<file path="src/source/ctrlPkg.sv">
////////////////////////////////////////////////////////////////////////////
// Datapath sizes and control output encodings of the decode stage
// Encodings are shared with the execute and writeback stages
////////////////////////////////////////////////////////////////////////////
package ctrlPkg;

   parameter int dataWidth   = 16;
   parameter int numRegs     = 8;
   parameter int regSelWidth = 3;

   // Control field widths
   parameter int regDstWidth = 2;
   parameter int regSrcWidth = 2;
   parameter int bSrcWidth   = 2;
   parameter int operWidth   = 3;
   parameter int brTypeWidth = 3;

   // Destination register select
   // I-format rd in bits 7:5
   parameter logic [regDstWidth-1:0] regDstRd     = 2'b00;
   // Bits 10:8, for LBI, SLBI and STU
   parameter logic [regDstWidth-1:0] regDstImmRd  = 2'b01;
   // R-format rd in bits 4:2
   parameter logic [regDstWidth-1:0] regDstRtype  = 2'b10;
   // Link register for JAL and JALR
   parameter logic [regDstWidth-1:0] regDstR7     = 2'b11;

   // Writeback data source
   parameter logic [regSrcWidth-1:0] regSrcPcLink  = 2'b00;
   parameter logic [regSrcWidth-1:0] regSrcMem     = 2'b01;
   parameter logic [regSrcWidth-1:0] regSrcAlu     = 2'b10;
   parameter logic [regSrcWidth-1:0] regSrcBDirect = 2'b11;

   // ALU B operand source
   parameter logic [bSrcWidth-1:0] bSrcRt   = 2'b00;
   parameter logic [bSrcWidth-1:0] bSrcImm5 = 2'b01;
   parameter logic [bSrcWidth-1:0] bSrcImm8 = 2'b10;
   parameter logic [bSrcWidth-1:0] bSrcBtr  = 2'b11;

endpackage

</file>
<file path="src/source/isaPkg.sv">
////////////////////////////////////////////////////////////////////////////
// Instruction set of the 16-bit, eight-register teaching core
// The opcode is always bits 15:11 of the instruction word
// SIIC and RTI keep their encodings but are reserved in this decoder
////////////////////////////////////////////////////////////////////////////
package isaPkg;

   parameter int opWidth = 5;

   // Halt, no-op and the two reserved system opcodes
   parameter logic [opWidth-1:0] opHalt  = 5'b00000;
   parameter logic [opWidth-1:0] opNop   = 5'b00001;
   parameter logic [opWidth-1:0] opSiic  = 5'b00010;
   parameter logic [opWidth-1:0] opRti   = 5'b00011;
   // Jumps
   parameter logic [opWidth-1:0] opJ     = 5'b00100;
   parameter logic [opWidth-1:0] opJr    = 5'b00101;
   parameter logic [opWidth-1:0] opJal   = 5'b00110;
   parameter logic [opWidth-1:0] opJalr  = 5'b00111;
   // Immediate ALU operations
   parameter logic [opWidth-1:0] opAddi  = 5'b01000;
   parameter logic [opWidth-1:0] opSubi  = 5'b01001;
   parameter logic [opWidth-1:0] opXori  = 5'b01010;
   parameter logic [opWidth-1:0] opAndni = 5'b01011;
   // Branches on Rs against zero
   parameter logic [opWidth-1:0] opBeqz  = 5'b01100;
   parameter logic [opWidth-1:0] opBnez  = 5'b01101;
   parameter logic [opWidth-1:0] opBltz  = 5'b01110;
   parameter logic [opWidth-1:0] opBgez  = 5'b01111;
   // Memory and byte loads
   parameter logic [opWidth-1:0] opSt    = 5'b10000;
   parameter logic [opWidth-1:0] opLd    = 5'b10001;
   parameter logic [opWidth-1:0] opSlbi  = 5'b10010;
   parameter logic [opWidth-1:0] opStu   = 5'b10011;
   // Immediate shifts and rotates
   parameter logic [opWidth-1:0] opRoli  = 5'b10100;
   parameter logic [opWidth-1:0] opSlli  = 5'b10101;
   parameter logic [opWidth-1:0] opRori  = 5'b10110;
   parameter logic [opWidth-1:0] opSrli  = 5'b10111;
   // Register-register group, function field picks the operation
   parameter logic [opWidth-1:0] opLbi   = 5'b11000;
   parameter logic [opWidth-1:0] opBtr   = 5'b11001;
   parameter logic [opWidth-1:0] opShift = 5'b11010;
   parameter logic [opWidth-1:0] opAlu   = 5'b11011;
   // Comparisons
   parameter logic [opWidth-1:0] opSeq   = 5'b11100;
   parameter logic [opWidth-1:0] opSlt   = 5'b11101;
   parameter logic [opWidth-1:0] opSle   = 5'b11110;
   parameter logic [opWidth-1:0] opSco   = 5'b11111;

   // One bit per opcode value, set where the opcode is reserved
   parameter logic [31:0] rsvdMask = (32'd1 << opSiic) | (32'd1 << opRti);

   // Same 16 bits, read as R, I or J format
   typedef union packed {
      struct packed {
         logic [opWidth-1:0] opcode;
         logic [2:0]         rs;
         logic [2:0]         rt;
         logic [2:0]         rd;
         logic [1:0]         func;
      } r;
      struct packed {
         logic [opWidth-1:0] opcode;
         logic [2:0]         rs;
         logic [2:0]         rd;
         logic [4:0]         imm;
      } i;
      // Low 8 bits of disp double as the 8-bit immediate
      struct packed {
         logic [opWidth-1:0] opcode;
         logic [10:0]        disp;
      } j;
   } instrWord;

endpackage
</file>
<file path="src/source/decodeStage.sv">
////////////////////////////////////////////////////////////////////////////
// Decode stage top, control decoder beside the register file
// Control and immediates are combinational from the instruction alone
// Register writes come from writeback and land on the rising edge of clk
////////////////////////////////////////////////////////////////////////////
`timescale 1ns/100ps
module decodeStage #(
   parameter bit bypassEn = 1'b1
) (
   input  logic                            clk,
   input  logic                            arstN,
   input  logic [ctrlPkg::dataWidth-1:0]   instruction,
   input  logic [ctrlPkg::regSelWidth-1:0] wbRegSel,
   input  logic [ctrlPkg::dataWidth-1:0]   wbData,
   input  logic                            wbEn,
   output logic                            immSrc,
   output logic                            aluJump,
   output logic                            memWrt,
   output logic [ctrlPkg::brTypeWidth-1:0] brType,
   output logic                            regWrt,
   output logic [ctrlPkg::regDstWidth-1:0] regDst,
   output logic [ctrlPkg::regSrcWidth-1:0] regSrc,
   output logic [ctrlPkg::operWidth-1:0]   oper,
   output logic                            invA,
   output logic                            invB,
   output logic                            cin,
   output logic [ctrlPkg::bSrcWidth-1:0]   bSrc,
   output logic                            sign,
   output logic [ctrlPkg::dataWidth-1:0]   fiveExt,
   output logic [ctrlPkg::dataWidth-1:0]   eightExt,
   output logic [ctrlPkg::dataWidth-1:0]   elevenExt,
   output logic                            illegalOp,
   output logic [ctrlPkg::dataWidth-1:0]   r1,
   output logic [ctrlPkg::dataWidth-1:0]   r2
);
   import isaPkg::*;
   import ctrlPkg::*;

   instrWord               instrView;
   logic [regSelWidth-1:0] rsSel;
   logic [regSelWidth-1:0] rtSel;

   // Read selects are the R-format rs and rt fields
   assign instrView = instruction;
   assign rsSel     = instrView.r.rs;
   assign rtSel     = instrView.r.rt;

   controlDecoder uCtrl (
      .instruction (instrView),
      .immSrc      (immSrc),
      .aluJump     (aluJump),
      .memWrt      (memWrt),
      .brType      (brType),
      .regWrt      (regWrt),
      .regDst      (regDst),
      .regSrc      (regSrc),
      .oper        (oper),
      .invA        (invA),
      .invB        (invB),
      .cin         (cin),
      .bSrc        (bSrc),
      .sign        (sign),
      .fiveExt     (fiveExt),
      .eightExt    (eightExt),
      .elevenExt   (elevenExt),
      .illegalOp   (illegalOp)
   );

   // Writeback drives the write port directly
   regFile #(.bypassEn(bypassEn)) uRegFile (
      .clk    (clk),
      .arstN  (arstN),
      .rd1Sel (rsSel),
      .rd2Sel (rtSel),
      .wrSel  (wbRegSel),
      .wrData (wbData),
      .wrEn   (wbEn),
      .r1     (r1),
      .r2     (r2)
   );

endmodule

</file>
<file path="src/source/regFile.sv">
////////////////////////////////////////////////////////////////////////////
// Eight-word register file, two combinational reads and one clocked write
// bypassEn is handed unchanged to every slice
////////////////////////////////////////////////////////////////////////////
`timescale 1ns/100ps
module regFile #(
   parameter bit bypassEn = 1'b1
) (
   input  logic                            clk,
   input  logic                            arstN,
   input  logic [ctrlPkg::regSelWidth-1:0] rd1Sel,
   input  logic [ctrlPkg::regSelWidth-1:0] rd2Sel,
   input  logic [ctrlPkg::regSelWidth-1:0] wrSel,
   input  logic [ctrlPkg::dataWidth-1:0]   wrData,
   input  logic                            wrEn,
   output logic [ctrlPkg::dataWidth-1:0]   r1,
   output logic [ctrlPkg::dataWidth-1:0]   r2
);
   import ctrlPkg::*;

   logic [numRegs-1:0]                wrHot;
   logic [numRegs-1:0]                rd1Hot;
   logic [numRegs-1:0]                rd2Hot;
   logic [numRegs-1:0][dataWidth-1:0] port1Part;
   logic [numRegs-1:0][dataWidth-1:0] port2Part;

   // Fan-out of the selects
   selectDecoder uSelDec (
      .wrSel  (wrSel),
      .rd1Sel (rd1Sel),
      .rd2Sel (rd2Sel),
      .wrEn   (wrEn),
      .wrHot  (wrHot),
      .rd1Hot (rd1Hot),
      .rd2Hot (rd2Hot)
   );

   for (genvar i = 0; i < numRegs; i++) begin : gSlice
      regSlice #(.bypassEn(bypassEn)) uSlice (
         .clk       (clk),
         .arstN     (arstN),
         .wrHit     (wrHot[i]),
         .rd1Hit    (rd1Hot[i]),
         .rd2Hit    (rd2Hot[i]),
         .wrData    (wrData),
         .port1Part (port1Part[i]),
         .port2Part (port2Part[i])
      );
   end

   // Fan-in of the gated slice outputs
   readCombine uCombine (
      .port1Parts (port1Part),
      .port2Parts (port2Part),
      .r1         (r1),
      .r2         (r2)
   );

endmodule

</file>
<file path="src/source/readCombine.sv">
////////////////////////////////////////////////////////////////////////////
// OR reduction of the per-slice read parts into the two read words
// Correct only while each read select vector is one-hot
////////////////////////////////////////////////////////////////////////////
`timescale 1ns/100ps
module readCombine (
   input  logic [ctrlPkg::numRegs-1:0][ctrlPkg::dataWidth-1:0] port1Parts,
   input  logic [ctrlPkg::numRegs-1:0][ctrlPkg::dataWidth-1:0] port2Parts,
   output logic [ctrlPkg::dataWidth-1:0]                       r1,
   output logic [ctrlPkg::dataWidth-1:0]                       r2
);
   import ctrlPkg::*;

   always_comb begin
      r1 = '0;
      r2 = '0;
      // Deselected slices contribute zero
      for (int i = 0; i < numRegs; i++) begin
         r1 = r1 | port1Parts[i];
         r2 = r2 | port2Parts[i];
      end
   end

endmodule

</file>
<file path="src/source/regSlice.sv">
////////////////////////////////////////////////////////////////////////////
// One register word with its write strobe and two gated read drivers
// A deselected port drives zero so the read combiner can OR all slices
// With bypassEn set, a same-cycle write is seen on the read ports
////////////////////////////////////////////////////////////////////////////
`timescale 1ns/100ps
module regSlice #(
   parameter bit bypassEn = 1'b1
) (
   input  logic                          clk,
   input  logic                          arstN,
   input  logic                          wrHit,
   input  logic                          rd1Hit,
   input  logic                          rd2Hit,
   input  logic [ctrlPkg::dataWidth-1:0] wrData,
   output logic [ctrlPkg::dataWidth-1:0] port1Part,
   output logic [ctrlPkg::dataWidth-1:0] port2Part
);
   import ctrlPkg::*;

   logic [dataWidth-1:0] word;
   logic [dataWidth-1:0] readVal;

   // Registers read zero out of reset
   always_ff @(posedge clk or negedge arstN) begin
      if (!arstN) begin
         word <= '0;
      end else if (wrHit) begin
         word <= wrData;
      end
   end

   // Incoming data wins over the stored word during a write
   assign readVal = (bypassEn && wrHit) ? wrData : word;

   assign port1Part = rd1Hit ? readVal : '0;
   assign port2Part = rd2Hit ? readVal : '0;

endmodule

</file>
<file path="src/source/selectDecoder.sv">
////////////////////////////////////////////////////////////////////////////
// Register select to one-hot decode for one write and two read ports
// Read vectors are always one-hot, the write vector is zero when disabled
////////////////////////////////////////////////////////////////////////////
`timescale 1ns/100ps
module selectDecoder (
   input  logic [ctrlPkg::regSelWidth-1:0] wrSel,
   input  logic [ctrlPkg::regSelWidth-1:0] rd1Sel,
   input  logic [ctrlPkg::regSelWidth-1:0] rd2Sel,
   input  logic                            wrEn,
   output logic [ctrlPkg::numRegs-1:0]     wrHot,
   output logic [ctrlPkg::numRegs-1:0]     rd1Hot,
   output logic [ctrlPkg::numRegs-1:0]     rd2Hot
);
   import ctrlPkg::*;

   // Register 0 alone, shifted to the selected slot
   localparam logic [numRegs-1:0] hotZero = {{(numRegs-1){1'b0}}, 1'b1};

   assign rd1Hot = hotZero << rd1Sel;
   assign rd2Hot = hotZero << rd2Sel;

   // No slice sees a write strobe while the writeback is idle
   assign wrHot  = wrEn ? (hotZero << wrSel) : '0;

endmodule

</file>
<file path="src/source/controlDecoder.sv">
////////////////////////////////////////////////////////////////////////////
// Opcode to control level decoding, purely combinational
// Reserved opcodes raise illegalOp and never write a register or memory
// oper: 000 rol, 001 sll, 010 ror, 011 srl, 100 add, 101 andn, 111 xor
////////////////////////////////////////////////////////////////////////////
`timescale 1ns/100ps
module controlDecoder (
   input  isaPkg::instrWord                   instruction,
   output logic                               immSrc,
   output logic                               aluJump,
   output logic                               memWrt,
   output logic [ctrlPkg::brTypeWidth-1:0]    brType,
   output logic                               regWrt,
   output logic [ctrlPkg::regDstWidth-1:0]    regDst,
   output logic [ctrlPkg::regSrcWidth-1:0]    regSrc,
   output logic [ctrlPkg::operWidth-1:0]      oper,
   output logic                               invA,
   output logic                               invB,
   output logic                               cin,
   output logic [ctrlPkg::bSrcWidth-1:0]      bSrc,
   output logic                               sign,
   output logic [ctrlPkg::dataWidth-1:0]      fiveExt,
   output logic [ctrlPkg::dataWidth-1:0]      eightExt,
   output logic [ctrlPkg::dataWidth-1:0]      elevenExt,
   output logic                               illegalOp
);
   import isaPkg::*;
   import ctrlPkg::*;

   logic [opWidth-1:0] opcode;
   logic [1:0]         func;
   // {class, sub-op} before mapping onto oper
   logic [2:0]         aluSel;
   logic               regWrtRaw;
   logic               memWrtRaw;
   logic               zeroExt;

   assign opcode = instruction.r.opcode;
   assign func   = instruction.r.func;

   ////////////////////////////////////////////////////////////////////////
   // Per-opcode routing
   ////////////////////////////////////////////////////////////////////////
   always_comb begin
      // Defaults describe an immediate ALU op writing I-format rd
      immSrc    = 1'b0;
      aluJump   = 1'b0;
      memWrtRaw = 1'b0;
      regWrtRaw = 1'b1;
      regDst    = regDstRd;
      regSrc    = regSrcAlu;
      bSrc      = bSrcImm5;
      aluSel    = 3'b100;
      case (opcode)
         opHalt, opNop, opSiic, opRti: regWrtRaw = 1'b0;
         // J and JAL take the 11-bit displacement off the PC
         opJ: begin
            immSrc    = 1'b1;
            regWrtRaw = 1'b0;
         end
         opJal: begin
            immSrc = 1'b1;
            regDst = regDstR7;
            regSrc = regSrcPcLink;
         end
         // JR and JALR compute Rs plus imm8 in the ALU
         opJr: begin
            aluJump   = 1'b1;
            regWrtRaw = 1'b0;
            bSrc      = bSrcImm8;
         end
         opJalr: begin
            aluJump = 1'b1;
            regDst  = regDstR7;
            regSrc  = regSrcPcLink;
            bSrc    = bSrcImm8;
         end
         opAddi, opSubi, opXori, opAndni: aluSel = {1'b1, opcode[1:0]};
         opRoli, opSlli, opRori, opSrli: aluSel = {1'b0, opcode[1:0]};
         opBeqz, opBnez, opBltz, opBgez: begin
            regWrtRaw = 1'b0;
            bSrc      = bSrcImm8;
         end
         // Address is Rs plus imm5 for all three
         opSt: begin
            memWrtRaw = 1'b1;
            regWrtRaw = 1'b0;
         end
         opLd: regSrc = regSrcMem;
         // STU also writes the updated address back into Rs
         opStu: begin
            memWrtRaw = 1'b1;
            regDst    = regDstImmRd;
         end
         opLbi, opSlbi: begin
            bSrc   = bSrcImm8;
            regSrc = regSrcBDirect;
            regDst = regDstImmRd;
         end
         opBtr: begin
            bSrc   = bSrcBtr;
            regSrc = regSrcBDirect;
            regDst = regDstRtype;
         end
         // Shift group when opcode bit 0 is low, arithmetic when high
         opShift, opAlu: begin
            aluSel = {opcode[0], func};
            bSrc   = bSrcRt;
            regDst = regDstRtype;
         end
         opSeq, opSlt, opSle, opSco: begin
            bSrc   = bSrcRt;
            regDst = regDstRtype;
         end
         default: regWrtRaw = 1'b0;
      endcase
   end

   // Subtract maps to add, the inverters do the rest
   assign oper = aluSel[2] ? (aluSel[1] ? (aluSel[0] ? 3'b101 : 3'b111) : 3'b100)
                           : aluSel;

   ////////////////////////////////////////////////////////////////////////
   // ALU side levels
   ////////////////////////////////////////////////////////////////////////
   // Rs inverted for SUB, SUBI, SEQ and SLT
   assign invA = (opcode == opSubi) | ((opcode == opAlu) & (func == 2'b01)) |
                 (opcode == opSeq) | (opcode == opSlt);
   // Rt or immediate inverted for ANDN, ANDNI and SLE
   assign invB = (opcode == opAndni) | ((opcode == opAlu) & (func == 2'b11)) |
                 (opcode == opSle);
   // Harmless on ANDN, the carry is unused there
   assign cin  = invA | invB;

   // Branch condition in the low two bits, top bit marks a branch
   assign brType = {opcode[4:2] == 3'b011, opcode[1:0]};
   // Signed test for branches and signed compares
   assign sign   = (opcode[4:2] == 3'b011) | (opcode == opSlt) | (opcode == opSle);

   assign illegalOp = rsvdMask[opcode];
   assign regWrt    = regWrtRaw & ~illegalOp;
   assign memWrt    = memWrtRaw & ~illegalOp;

   ////////////////////////////////////////////////////////////////////////
   // Immediate extension
   ////////////////////////////////////////////////////////////////////////
   // Logical immediates zero-extend
   assign zeroExt = (opcode == opXori) | (opcode == opAndni) | (opcode == opSlbi);

   assign fiveExt  = zeroExt ? {{(dataWidth-5){1'b0}}, instruction.i.imm}
                             : {{(dataWidth-5){instruction.i.imm[4]}}, instruction.i.imm};
   assign eightExt = zeroExt ? {{(dataWidth-8){1'b0}}, instruction.j.disp[7:0]}
                             : {{(dataWidth-8){instruction.j.disp[7]}}, instruction.j.disp[7:0]};
   // Displacement is always signed
   assign elevenExt = {{(dataWidth-11){instruction.j.disp[10]}}, instruction.j.disp};

endmodule

</file>
<file path="config.mk">
export PLATFORM = sky130hd
export DESIGN_NAME = decodeStage
export DESIGN_NICKNAME = d
export VERILOG_FILES = /design/src/source/ctrlPkg.sv /design/src/source/isaPkg.sv /design/src/source/decodeStage.sv /design/src/source/regFile.sv /design/src/source/readCombine.sv /design/src/source/regSlice.sv /design/src/source/selectDecoder.sv /design/src/source/controlDecoder.sv
export SDC_FILE = /design/constraint.sdc
export NUM_CORES = 1
export LEC_CHECK = 0
export ABC_AREA = 1
export BUFFER_PORTS_ARGS = -buffer_cell sky130_fd_sc_hd__buf_4
export CORE_UTILIZATION = 62
export DETAILED_ROUTE_END_ITERATION = 6
export GPL_ROUTABILITY_DRIVEN = 0
export PLACE_DENSITY = 0.85
export SYNTH_ARGS = -nofsm -noshare
export SYNTH_HDL_FRONTEND = slang
export SYNTH_HIERARCHICAL = 1
export SYNTH_SLANG_ARGS = --single-unit
</file>
<file path="constraint.sdc">
create_clock -name clk -period 2.95 [get_ports clk]
set_input_delay 0.1475 -clock clk [delete_from_list [all_inputs] [get_ports clk]]
set_output_delay 0.1475 -clock clk [all_outputs]
set_load 0.005 [all_outputs]
</file>
==> results of run 1 <==
## per-stage QoR
stage / area, um2 / utilization (%) / hold WS [ns] / worst slack, ns
CTS: 11800 / 71.4 / 0.110 / 0.987
global route: 11800 / 71.4 / 0.138 / 0.747
floorplan: 10500 / - / -0.148 / 1.66
global placement: 11100 / 67.2 / 0.258 / 1.03
detailed placement: 11100 / 67.2 / 0.260 / 1.00
finish: 11800 / 71.4 / 0.115 / 0.906
## synthesized netlist by cell type
| cell | count | area, um2 |
|---|---|---|
| nor4_1 | 1 | 6.26 |
| o21ai_0 | 3 | 15.0 |
| nor2_1 | 358 | 1340 |
| buf_2 | 18 | 90.1 |
| inv_4 | 1 | 6.26 |
| dfrtp_1 | 128 | 3200 |
| nand2_2 | 82 | 513 |
| buf_6 | 18 | 203 |
| nand3_1 | 13 | 65.1 |
| nand4_1 | 4 | 25.0 |
| buf_4 | 56 | 420 |
| inv_1 | 678 | 2540 |
| o21ai_1 | 2 | 10.0 |
| o211ai_1 | 1 | 7.51 |
| nand3_2 | 1 | 10.0 |
| nand2_1 | 513 | 1930 |
| a21oi_1 | 1 | 5.00 |
| inv_2 | 12 | 45.0 |
| nor2_2 | 1 | 6.26 |
| nor2_4 | 2 | 22.5 |
## worst paths after layout
kind / slack [ns] / depth (start not counted) / to
min reg2reg: 0.55 / 4 / uRegFile/gSlice[2].uSlice/word[2]
min: 0.11 / 5 / uRegFile/gSlice[4].uSlice/word[6]
max: 0.91 / 13 / r2[14]
min in group asynchronous: 0.33 / 2 / uRegFile/gSlice[2].uSlice/word[7]
max in group asynchronous: 1.83 / 3 / uRegFile/gSlice[4].uSlice/word[1]
max reg2reg: 2.15 / 4 / uRegFile/gSlice[7].uSlice/word[14]
## worst min-delay path: stages
cell and delay, ns:
buf_4 0.14, inv_1 0.05, nand2_1 0.06, nand2_2 0.06
inv_1 0.05
## metal layers
layer | vias up | part of all wire [%] | GRT usage (%)
met5 | - | 0 | 0
met4 | 0 | 4.2 | 18.1
met3 | 133 | 12 | 6.77
met2 | 706 | 46 | 58.5
met1 | 4640 | 38 | 45.2
li1 | 5118 | - | -
## power by group
group	internal [mW]	switching [mW]	total, mW
registers	2.08	0.0895	2.17
logic	0.604	1.13	1.73
clock network	1.63	0.823	2.45
## cell type report
type	count	area, um2	share of cell area (%)
sequential	128	3200	27.2
timing repair buffer	142	1080	9.16
clock inverter	13	233	1.97
tap	220	275	2.33
multi-input combinational	982	3960	33.5
clock buffer	19	453	3.84
inverter	691	2600	22.0
## logic make-up (layout without fill, tap and decap cells)
kind of cell,after synthesis,after routing,share of synthesized area [%]
AOI/OAI and AO/OA,7,7,0.359
buffers and inverters,783,865,31.6
DFF,128,128,30.6
and+or+nand+nor,975,975,37.4
==> results.txt, run 1 <==
layout cell share with drive strength beyond 1: 13.8%
Reg clk slew, reported paths: 0.05 ns
CP top delay family: simple AND/OR/NAND/NOR gates
drt drc: 0
CTS root buf: clkbuf_16
Final Hold Fails: 0
DIE HEIGHT: 132 um
worst vdd ir: 0.469 mV
period utilisation layout: 69.3%
most used cell, CP: nand2_1
Longest Clk Path Bufs: 2
Reg2Reg Launch Point: uRegFile/gSlice[7].uSlice/word[14]
Syn-to-layout area delta: 12.7%
TritonCTS Sinks: 128
crit path cell chain: buf_4, inv_1, nand2_1, nor2_1, inv_2, nand2_1, nand2_1, nor2_1, inv_1, nand2_1, nor2_1, nand2_1, buf_4
critical path arrival: 1.90 ns
largest net degree at the start of global routing: 58
status: complete, no violations
die area: 17,400 um2
Crit Path Class: in -> out
Top reg by flops: uRegFile/gSlice.uSlice/word
GR Util All Layers: 35.7%
Yosys cell types: 20
post-synthesis sequential area ratio: 30.6%
syn_nets: 1,931
vias per inst: 4.83
aggregate routed wire length: 30,900 um
global-route wire length before repair: 47,900 um
hold_sp: wbData[6]
number of flip-flops in the largest register: 128
largest registers: uRegFile/gSlice.uSlice/word (128)
number of synthesized register bits: 128
Setup Viol. Count Final: 0
Synth Instances: 1,893
Post-CTS Setup Bufs: 0
Crit. Startpoint: wbRegSel[1]
Critical Path RT: 2.80 ns
post-route non-filler standard cell count: 2,195
number of buffer and inverter stages on the critical path: 5
Final Max Slew Viols: 0
max incr delay on CP: 0.44 ns
Filler cells: 1,403
FMAX: 0.489 GHz
Initial Utilization: 63.3%
detailed placement HPWL: 19,800 um
post-synthesis average cell area: 5.53 um2
max_cap viols: 0
total congestion overflow: 0
ant diodes: 0
Placed Instances: 2,162
crit-path max FO: 16
ANT nets after route: 0
Nets: 2,000
crit start category: input pin
drt initial violations: 1,358
Lkg Pwr: 7.78 nW
num ports: 139
commonest cells after routing, fill and taps aside: inv_1, nand2_1, nor2_1
Critical Path End Type: primary output
Core Region: 16,500 um2
Setup Skew: 0 ns
vias in the first global route: 9,742
TritonCTS clock tree: yes
cell area after synthesis: 10,500 um2
TNS Setup: 0 ns
DR WL/cell: 14.1 um
via count: 10,600
RSZ-0062 raised after global routing: false
H-tree depth: 4
# hold bufs at CTS: 1
PortBufs: 130
P per Cell Area: 539 nW/um2
row count: 47
Yosys warnings: 6
slowest cell on the critical path: nor2_1
CTS Buf Count: 17
Die Width: 132 um
commonest non-fill, non-tap cell in the layout: inv_1
Tmin final: 2.04 ns
Rel. slew slack: 39.5%
Least-Margin Pin Slew: 0.907 ns
post-CTS sizing: 0
total power: 6.36 mW
initial antenna violation count: 0
worst skew pair latency: 0.42 ns
first-pass iteration count of the detailed router: 6
worst hold-check path type: in -> reg
Power figures use the tool's default switching activity.
==> inputs of run 2 (changes only) <==
--- a/config.mk
+++ b/config.mk
@@ -7,10 +7,10 @@
 export LEC_CHECK = 0
 export ABC_AREA = 1
 export BUFFER_PORTS_ARGS = -buffer_cell sky130_fd_sc_hd__buf_4
-export CORE_UTILIZATION = 62
+export CORE_UTILIZATION = 54
 export DETAILED_ROUTE_END_ITERATION = 6
 export GPL_ROUTABILITY_DRIVEN = 0
-export PLACE_DENSITY = 0.85
+export PLACE_DENSITY = 0.78
 export SYNTH_ARGS = -nofsm -noshare
 export SYNTH_HDL_FRONTEND = slang
 export SYNTH_HIERARCHICAL = 1
==> constraint.sdc (replaced) <==
create_clock -name clk -period 1.7 [get_ports clk]
set_input_delay 0.085 -clock clk [delete_from_list [all_inputs] [get_ports clk]]
set_output_delay 0.085 -clock clk [all_outputs]
set_load 0.005 [all_outputs]
==> run 2 against run 1 <==
Wire length shrank 1.9%. Critical path type is now reg -> out. Critical endpoint is now r2[0]. Largest cell class unchanged. Count of clock-buffer cells in the layout increased by 4. First-iteration DRC count decreased by 39%.
==> results.txt, run 2 (same netlist as run 1, synthesis figures left out) <==
number of flip-flops in the largest register: 128 (unchanged)
ant diodes: 0 (unchanged)
period utilisation layout: 98.4%
TritonCTS clock tree: yes
Crit Path Class: reg -> out
Min Hold Slack: 0.0692 ns (-0.0454 ns)
detailed placement HPWL: 21,700 um (+9.4%)
P per Cell Area: 819 nW/um2 (+52%)
critical path arrival: 1.59 ns (-0.31 ns)
vias in the first global route: 9,990 (+2.5%)
status: complete, no violations
Initial Utilization: 55.6% (-7.8 points)
GR Util All Layers: 31.6% (-4.2 points)
layout cell share with drive strength beyond 1: 18.6% (+4.8 points)
clock share of power: 31.9% (-6.7 points)
Comb power frac: 31.2% (+4.0 points)
commonest cells after routing, fill and taps aside: inv_1, nand2_1, nor2_1
DR WL/cell: 13.2 um (-6.5%)
CTS root buf: clkbuf_16
Die Width: 141 um (+7.0%)
aggregate routed wire length: 30,300 um (-1.9%)
Critical Path RT: 1.62 ns (-1.18 ns)
PnR worst setup slack: 0.0275 ns (-0.878 ns)
largest registers: uRegFile/gSlice.uSlice/word (128)
die area: 19,900 um2 (+15%)
via count: 10,500 (-1.1%)
Least-Margin Pin Slew: 0.687 ns (-0.220 ns)
crit start category: flop
FMAX: 0.598 GHz
first-pass iteration count of the detailed router: 5 (-1)
Longest Clk Path Bufs: 2 (unchanged)
H-tree depth: 4 (unchanged)
worst hold-check path type: in -> reg
largest net degree at the start of global routing: 42 (-28%)
max_cap viols: 0 (unchanged)
Setup Skew: 0 ns (unchanged)
Sw Share: 34.4% (+2.3 points)
Syn-to-layout area delta: 19.1%
row count: 50 (+6.4%)
drt drc: 0 (unchanged)
Final Hold Fails: 0 (unchanged)
total congestion overflow: 0 (unchanged)
internal power: 6.70 mW (+55%)
drt initial violations: 830 (-39%)
PortBufs: 130 (unchanged)
RSZ-0062 raised after global routing: true
Nets: 2,067 (+3.4%)
worst skew pair latency: 0.42 ns (about the same)
vias per inst: 4.55 (-5.7%)
Filler cells: 1,731 (+23%)
crit-path max FO: 3 (-13)
Lkg Pwr: 8.11 nW (+4.2%)
DP Worst Slack: 0.0322 ns (-0.973 ns)
Core Region: 18,800 um2 (+14%)
Rel. slew slack: 54.0% (+15 points)
worst vdd ir: 0.781 mV (+66%)
initial antenna violation count: 0 (unchanged)
Top reg by flops: uRegFile/gSlice.uSlice/word
ANT nets after route: 0 (unchanged)
Finished Core Util: 66.2% (-5.2 points)
DIE HEIGHT: 141 um (+7.0%)
commonest non-fill, non-tap cell in the layout: inv_1
TritonCTS Sinks: 128 (unchanged)
CTS Buf Count: 17 (unchanged)
global-route wire length before repair: 48,200 um (+0.62%)
Final Max Slew Viols: 0 (unchanged)
Tmin final: 1.67 ns
Reg clk slew, reported paths: 0.06 ns (about the same)
Critical Path End Type: primary output
Setup Viol. Count Final: 0 (unchanged)
num ports: 139 (unchanged)
Sequential Power Share: 36.9% (+2.7 points)
NetSw: 3.52 mW (+72%)
[run 2: power by group through the flow]
stage	clock network, mW	registers (mW)	logic (mW)
after floorplan	0	3.77	2.02
after global routing	3.42	3.81	3.59
after global placement	0	3.79	2.96
after detailed placement	0	3.82	3.04
after CTS	3.30	3.76	3.08
final	3.26	3.77	3.19
[run 2: repair_timing]
item | 4_1_cts | 5_1_grt
pin swaps | 0 | 18
setup endpoints to repair | 4 | 32
hold buffers | 1 | 0
buffers inserted | 0 | 6
resized for setup | 4 | 57
hold endpoints to repair | 30 | 0
[run 2: final cells by class]
| cell class | count | area, um2 | area share [%] |
|---|---|---|---|
| Sequential cell | 128 | 3200 | 25.7 |
| Clock inverter | 8 | 40.0 | 0.321 |
| Clock buffer | 23 | 468 | 3.75 |
| Inverter | 691 | 2600 | 20.9 |
| Multi-Input combinational cell | 982 | 4100 | 32.8 |
| Timing Repair Buffer | 209 | 1740 | 13.9 |
| Tap cell | 260 | 325 | 2.61 |
[run 2: layer usage]
layer / track usage [%] / part of all wire [%] / vias up
met5: 0 / 0 / -
met2: 53.9 / 47 / 497
li1: - / - / 5246
met4: 17.2 / 4.6 / 0
met1: 37.8 / 40 / 4644
met3: 5.57 / 7.8 / 91
[run 2: final timing paths]
| kind | endpoint | depth (start not counted) | start | slack (ns) |
|---|---|---|---|---|
| min in group asynchronous | uRegFile/gSlice[1].uSlice/word[11] | 2 | arstN | 0.17 |
| max in group asynchronous | uRegFile/gSlice[0].uSlice/word[5] | 3 | arstN | 0.85 |
| setup / recovery | r2[0] | 9 | uRegFile/gSlice[7].uSlice/word[0] | 0.03 |
| hold reg to reg | uRegFile/gSlice[4].uSlice/word[11] | 4 | uRegFile/gSlice[4].uSlice/word[11] | 0.55 |
| hold / removal | uRegFile/gSlice[7].uSlice/word[14] | 5 | wbData[14] | 0.07 |
| setup reg to reg | uRegFile/gSlice[3].uSlice/word[12] | 4 | uRegFile/gSlice[3].uSlice/word[12] | 0.94 |
[run 2: critical path, stage by stage (launching register included)]
cell	delay, ns
dfrtp_1	0.37
inv_1	0.06
nand2_1	0.06
nand2_2	0.10
nor2_1	0.05
inv_1	0.06
nand2_1	0.05
nor2_1	0.20
nand2_1	0.08
buf_4	0.14
[run 2: stage by stage]
| stage | area, um2 | std cells | TNS (ns) | power (mW) |
|---|---|---|---|---|
| after floorplan | 10500 | 1893 | 0 | 5.79 |
| after global placement | 11700 | 2263 | 0 | 6.75 |
| after detailed placement | 11700 | 2263 | 0 | 6.85 |
| after CTS | 12300 | 2295 | 0 | 10.1 |
| after global routing | 12500 | 2301 | -0.425 | 10.8 |
| final | 12500 | 2301 | 0 | 10.2 |
==> inputs of run 3 (changes only) <==
--- a/config.mk
+++ b/config.mk
@@ -5,12 +5,12 @@
 export SDC_FILE = /design/constraint.sdc
 export NUM_CORES = 1
 export LEC_CHECK = 0
-export ABC_AREA = 1
+export ABC_AREA = 0
 export BUFFER_PORTS_ARGS = -buffer_cell sky130_fd_sc_hd__buf_4
-export CORE_UTILIZATION = 54
+export CORE_UTILIZATION = 52
 export DETAILED_ROUTE_END_ITERATION = 6
 export GPL_ROUTABILITY_DRIVEN = 0
-export PLACE_DENSITY = 0.78
+export PLACE_DENSITY = 0.77
 export SYNTH_ARGS = -nofsm -noshare
 export SYNTH_HDL_FRONTEND = slang
 export SYNTH_HIERARCHICAL = 1
==> run 3 against run 2 <==
Cell area up 5.0%. Count of clock-buffer cells in the layout down 2. Clock skew is the same. Highest routed layer unchanged. Area after synthesis shrank 19%. Synthesized cell count decreased by 52%. Worst hold slack worse by 0.021 ns. Via count is 16% lower. Die area shrank 15%. The flow now finishes with violations (DRC, setup timing).
==> results.txt, run 3 <==
status: complete, but fails checks
failing checks: DRC, setup timing
Least-Margin Pin Slew: 1.04 ns (+0.350 ns)
drt initial violations: 1,140 (+37%)
PortBufs: 130 (unchanged)
Synth Flop Type: dfrtp_1
crit-path max FO: 3 (unchanged)
Critical Path RT: 1.62 ns (about the same)
Tmin final: 2.13 ns (+0.462 ns)
num ports: 139 (unchanged)
Core Region: 15,900 um2 (-15%)
Critical Path End Type: primary output
FMAX: 0.468 GHz (-22%)
cell area after synthesis: 8500 um2 (-19%)
Setup Viol. Count Final: 32 (+32)
Crit. Startpoint: uRegFile/gSlice[7].uSlice/word[12]
DR WL/cell: 26.4 um (+100%)
most common cell in the netlist: nor2b_1
max incr delay on CP: 0.38 ns (about the same)
Top reg by flops: uRegFile/gSlice.uSlice/word
Yosys cell types: 46 (+130%)
commonest cells after routing, fill and taps aside: buf_4, nor2b_1, inv_1
layout cell share with drive strength beyond 1: 45.6% (+27 points)
die area: 16,900 um2 (-15%)
Finished Cell Area: 13,100 um2 (+5.0%)
Post-synth EDFFs: 0 (unchanged)
Reg clk slew, reported paths: 0.06 ns (about the same)
worst skew pair latency: 0.44 ns (+0.02 ns)
CTS root buf: clkbuf_16
post-synthesis average cell area: 9.32 um2 (+68%)
hold_sp: wbData[5]
commonest non-fill, non-tap cell in the layout: buf_4
Setup Skew: 0 ns (unchanged)
slowest cell on the critical path: dfrtp_1
aggregate routed wire length: 37,400 um (+23%)
H-tree depth: 4 (unchanged)
number of synthesized register bits: 128 (unchanged)
GR Util All Layers: 36.9% (+5.3 points)
largest registers: uRegFile/gSlice.uSlice/word (128)
post-synthesis sequential area ratio: 37.7% (+7.1 points)
worst hold-check path type: in -> reg
total congestion overflow: 0 (unchanged)
top post-synthesis cells by area: dfrtp_1, nor2b_1, mux2i_1, inv_1, nor4_1
Synth Instances: 912 (-52%)
vias in the first global route: 8,280 (-17%)
crit path cell chain: mux2i_2, nor2b_1, nor4_2, nand2_1, buf_4
initial antenna violation count: 2 (+2)
Initial Utilization: 53.3% (-2.3 points)
Rel. slew slack: 30.7% (-23 points)
Crit Path Class: reg -> out
Synth top cells by count: nor2b_1, inv_1, mux2i_1
DP Worst Slack: -0.303 ns (-0.335 ns)
vias per inst: 6.24 (+37%)
ANT nets after route: 0 (unchanged)
CTS Buf Count: 17 (unchanged)
Filler cells: 761 (-56%)
worst vdd ir: 0.856 mV (+9.6%)
detailed placement HPWL: 16,700 um (-23%)
Reg2Reg Launch Point: uRegFile/gSlice[1].uSlice/word[12]
post-route non-filler standard cell count: 1,417 (-38%)
placed cell area: 10,400 um2 (-12%)
crit start category: flop
via count: 8,837 (-16%)
period utilisation layout: 126% (+27 points)
Final Hold Fails: 0 (unchanged)
Yosys warnings: 6 (unchanged)
Final Max Slew Viols: 0 (unchanged)
largest net degree at the start of global routing: 32 (-24%)
Placed Instances: 1,312 (-42%)
DIE HEIGHT: 130 um (-8.1%)
first-pass iteration count of the detailed router: 7 (+2)
TritonCTS Sinks: 128 (unchanged)
TritonCTS clock tree: yes
critical path arrival: 2.05 ns (+0.46 ns)
Synth async-reset ratio: 100% (unchanged)
Synth top area share: 37.7% (+7.1 points)
max_cap viols: 0 (unchanged)
P per Cell Area: 995 nW/um2 (+22%)
Syn-to-layout area delta: 54.1%
row count: 46 (-8.0%)
ant diodes: 0 (unchanged)
syn_nets: 950 (-51%)
RSZ-0062 raised after global routing: true
Lkg Pwr: 6.25 nW (-23%)
leading area contributor after synthesis: dfrtp_1
Longest Clk Path Bufs: 2 (unchanged)
drt drc: 2 (+2)
number of flip-flops in the largest register: 128 (unchanged)
global-route wire length before repair: 45,400 um (-5.9%)
Min Hold Slack: 0.0480 ns (-0.0212 ns)
Die Width: 130 um (-8.1%)
PnR worst setup slack: -0.435 ns (-0.462 ns)
Nets: 1,226 (-41%)
[run 3: cell types whose count changed after synthesis, sizes merged, moves of 49 or more]
cell | before | now
inv | 691 | 131
nand2 | 595 | 37
nor2 | 361 | 5
nor2b | 0 | 212
mux2i | 0 | 129
nor4 | 1 | 64
and2b | 0 | 49
[run 3: report_power, final]
part           total [mW]  internal [mW]  switching (mW)
registers            4.22           3.72           0.501
logic                4.96           2.55            2.41
clock network        3.85           2.37            1.48
total                13.0           8.64            4.39
[run 3: path summary, 6_finish.rpt]
check / cells after the start / slack [ns] / to
worst max-delay path: 5 / -0.43 / r1[12]
worst min-delay path: 3 / 0.05 / uRegFile/gSlice[3].uSlice/word[5]
worst max register to register: 4 / 0.37 / uRegFile/gSlice[1].uSlice/word[12]
worst min register to register: 2 / 0.52 / uRegFile/gSlice[7].uSlice/word[5]
max in group asynchronous: 3 / 0.88 / uRegFile/gSlice[0].uSlice/word[7]
min in group asynchronous: 2 / 0.14 / uRegFile/gSlice[0].uSlice/word[15]
[run 3: kinds of logic after synthesis]
group,count (synthesis),share of synthesized area (%)
buffers and inverters,218,14.3
AO/OA/AOI/OAI,26,2.18
XOR/XNOR,2,0.206
AND/OR/NAND/NOR,409,30.5
multiplexers,129,15.2
flip-flops,128,37.7
[run 3: metal layers]
metal / global-route usage, % / share of wire, % / vias up
met5: 0 / 0 / -
li1: - / - / 3473
met4: 27.1 / 8.6 / 0
met3: 11.0 / 12 / 318
met1: 42.2 / 34 / 4198
met2: 58.9 / 45 / 848
[run 3: area by class of cell]
class | count | area (um2) | share of cell area [%]
clock inverter | 11 | 138 | 1.05
inverter | 131 | 492 | 3.76
multi-input combinational | 566 | 5410 | 41.3
timing repair buffer | 344 | 3120 | 23.8
sequential | 128 | 3200 | 24.5
clock buffer | 21 | 460 | 3.52
tap | 216 | 270 | 2.06
[run 3: through the flow]
step	setup TNS [ns]	total power [mW]	util (%)
final	-8.28	13.0	82.1
after global routing	-9.63	13.4	82.1
after detailed placement	-6.45	7.16	65.0
after global placement	-4.94	7.03	65.0
after floorplan	0	5.48	-
after CTS	-3.77	11.7	76.4
[run 3: critical path, delay by kind of cell (launching register included)]
kind | cells | cell delay [ns]
mux | 1 | 0.28
simple gates | 3 | 0.75
buf+inv | 1 | 0.20
flops | 1 | 0.38
[run 3: what timing repair did]
item                                    4_1_cts  5_1_grt
endpoints found under the setup margin       32       32
endpoints found under the hold margin        50        0
pin swaps                                    58       37
resized for setup                           158      126
hold buffers                                  3        0
gates cloned                                  3        0
buffers inserted                             35       34
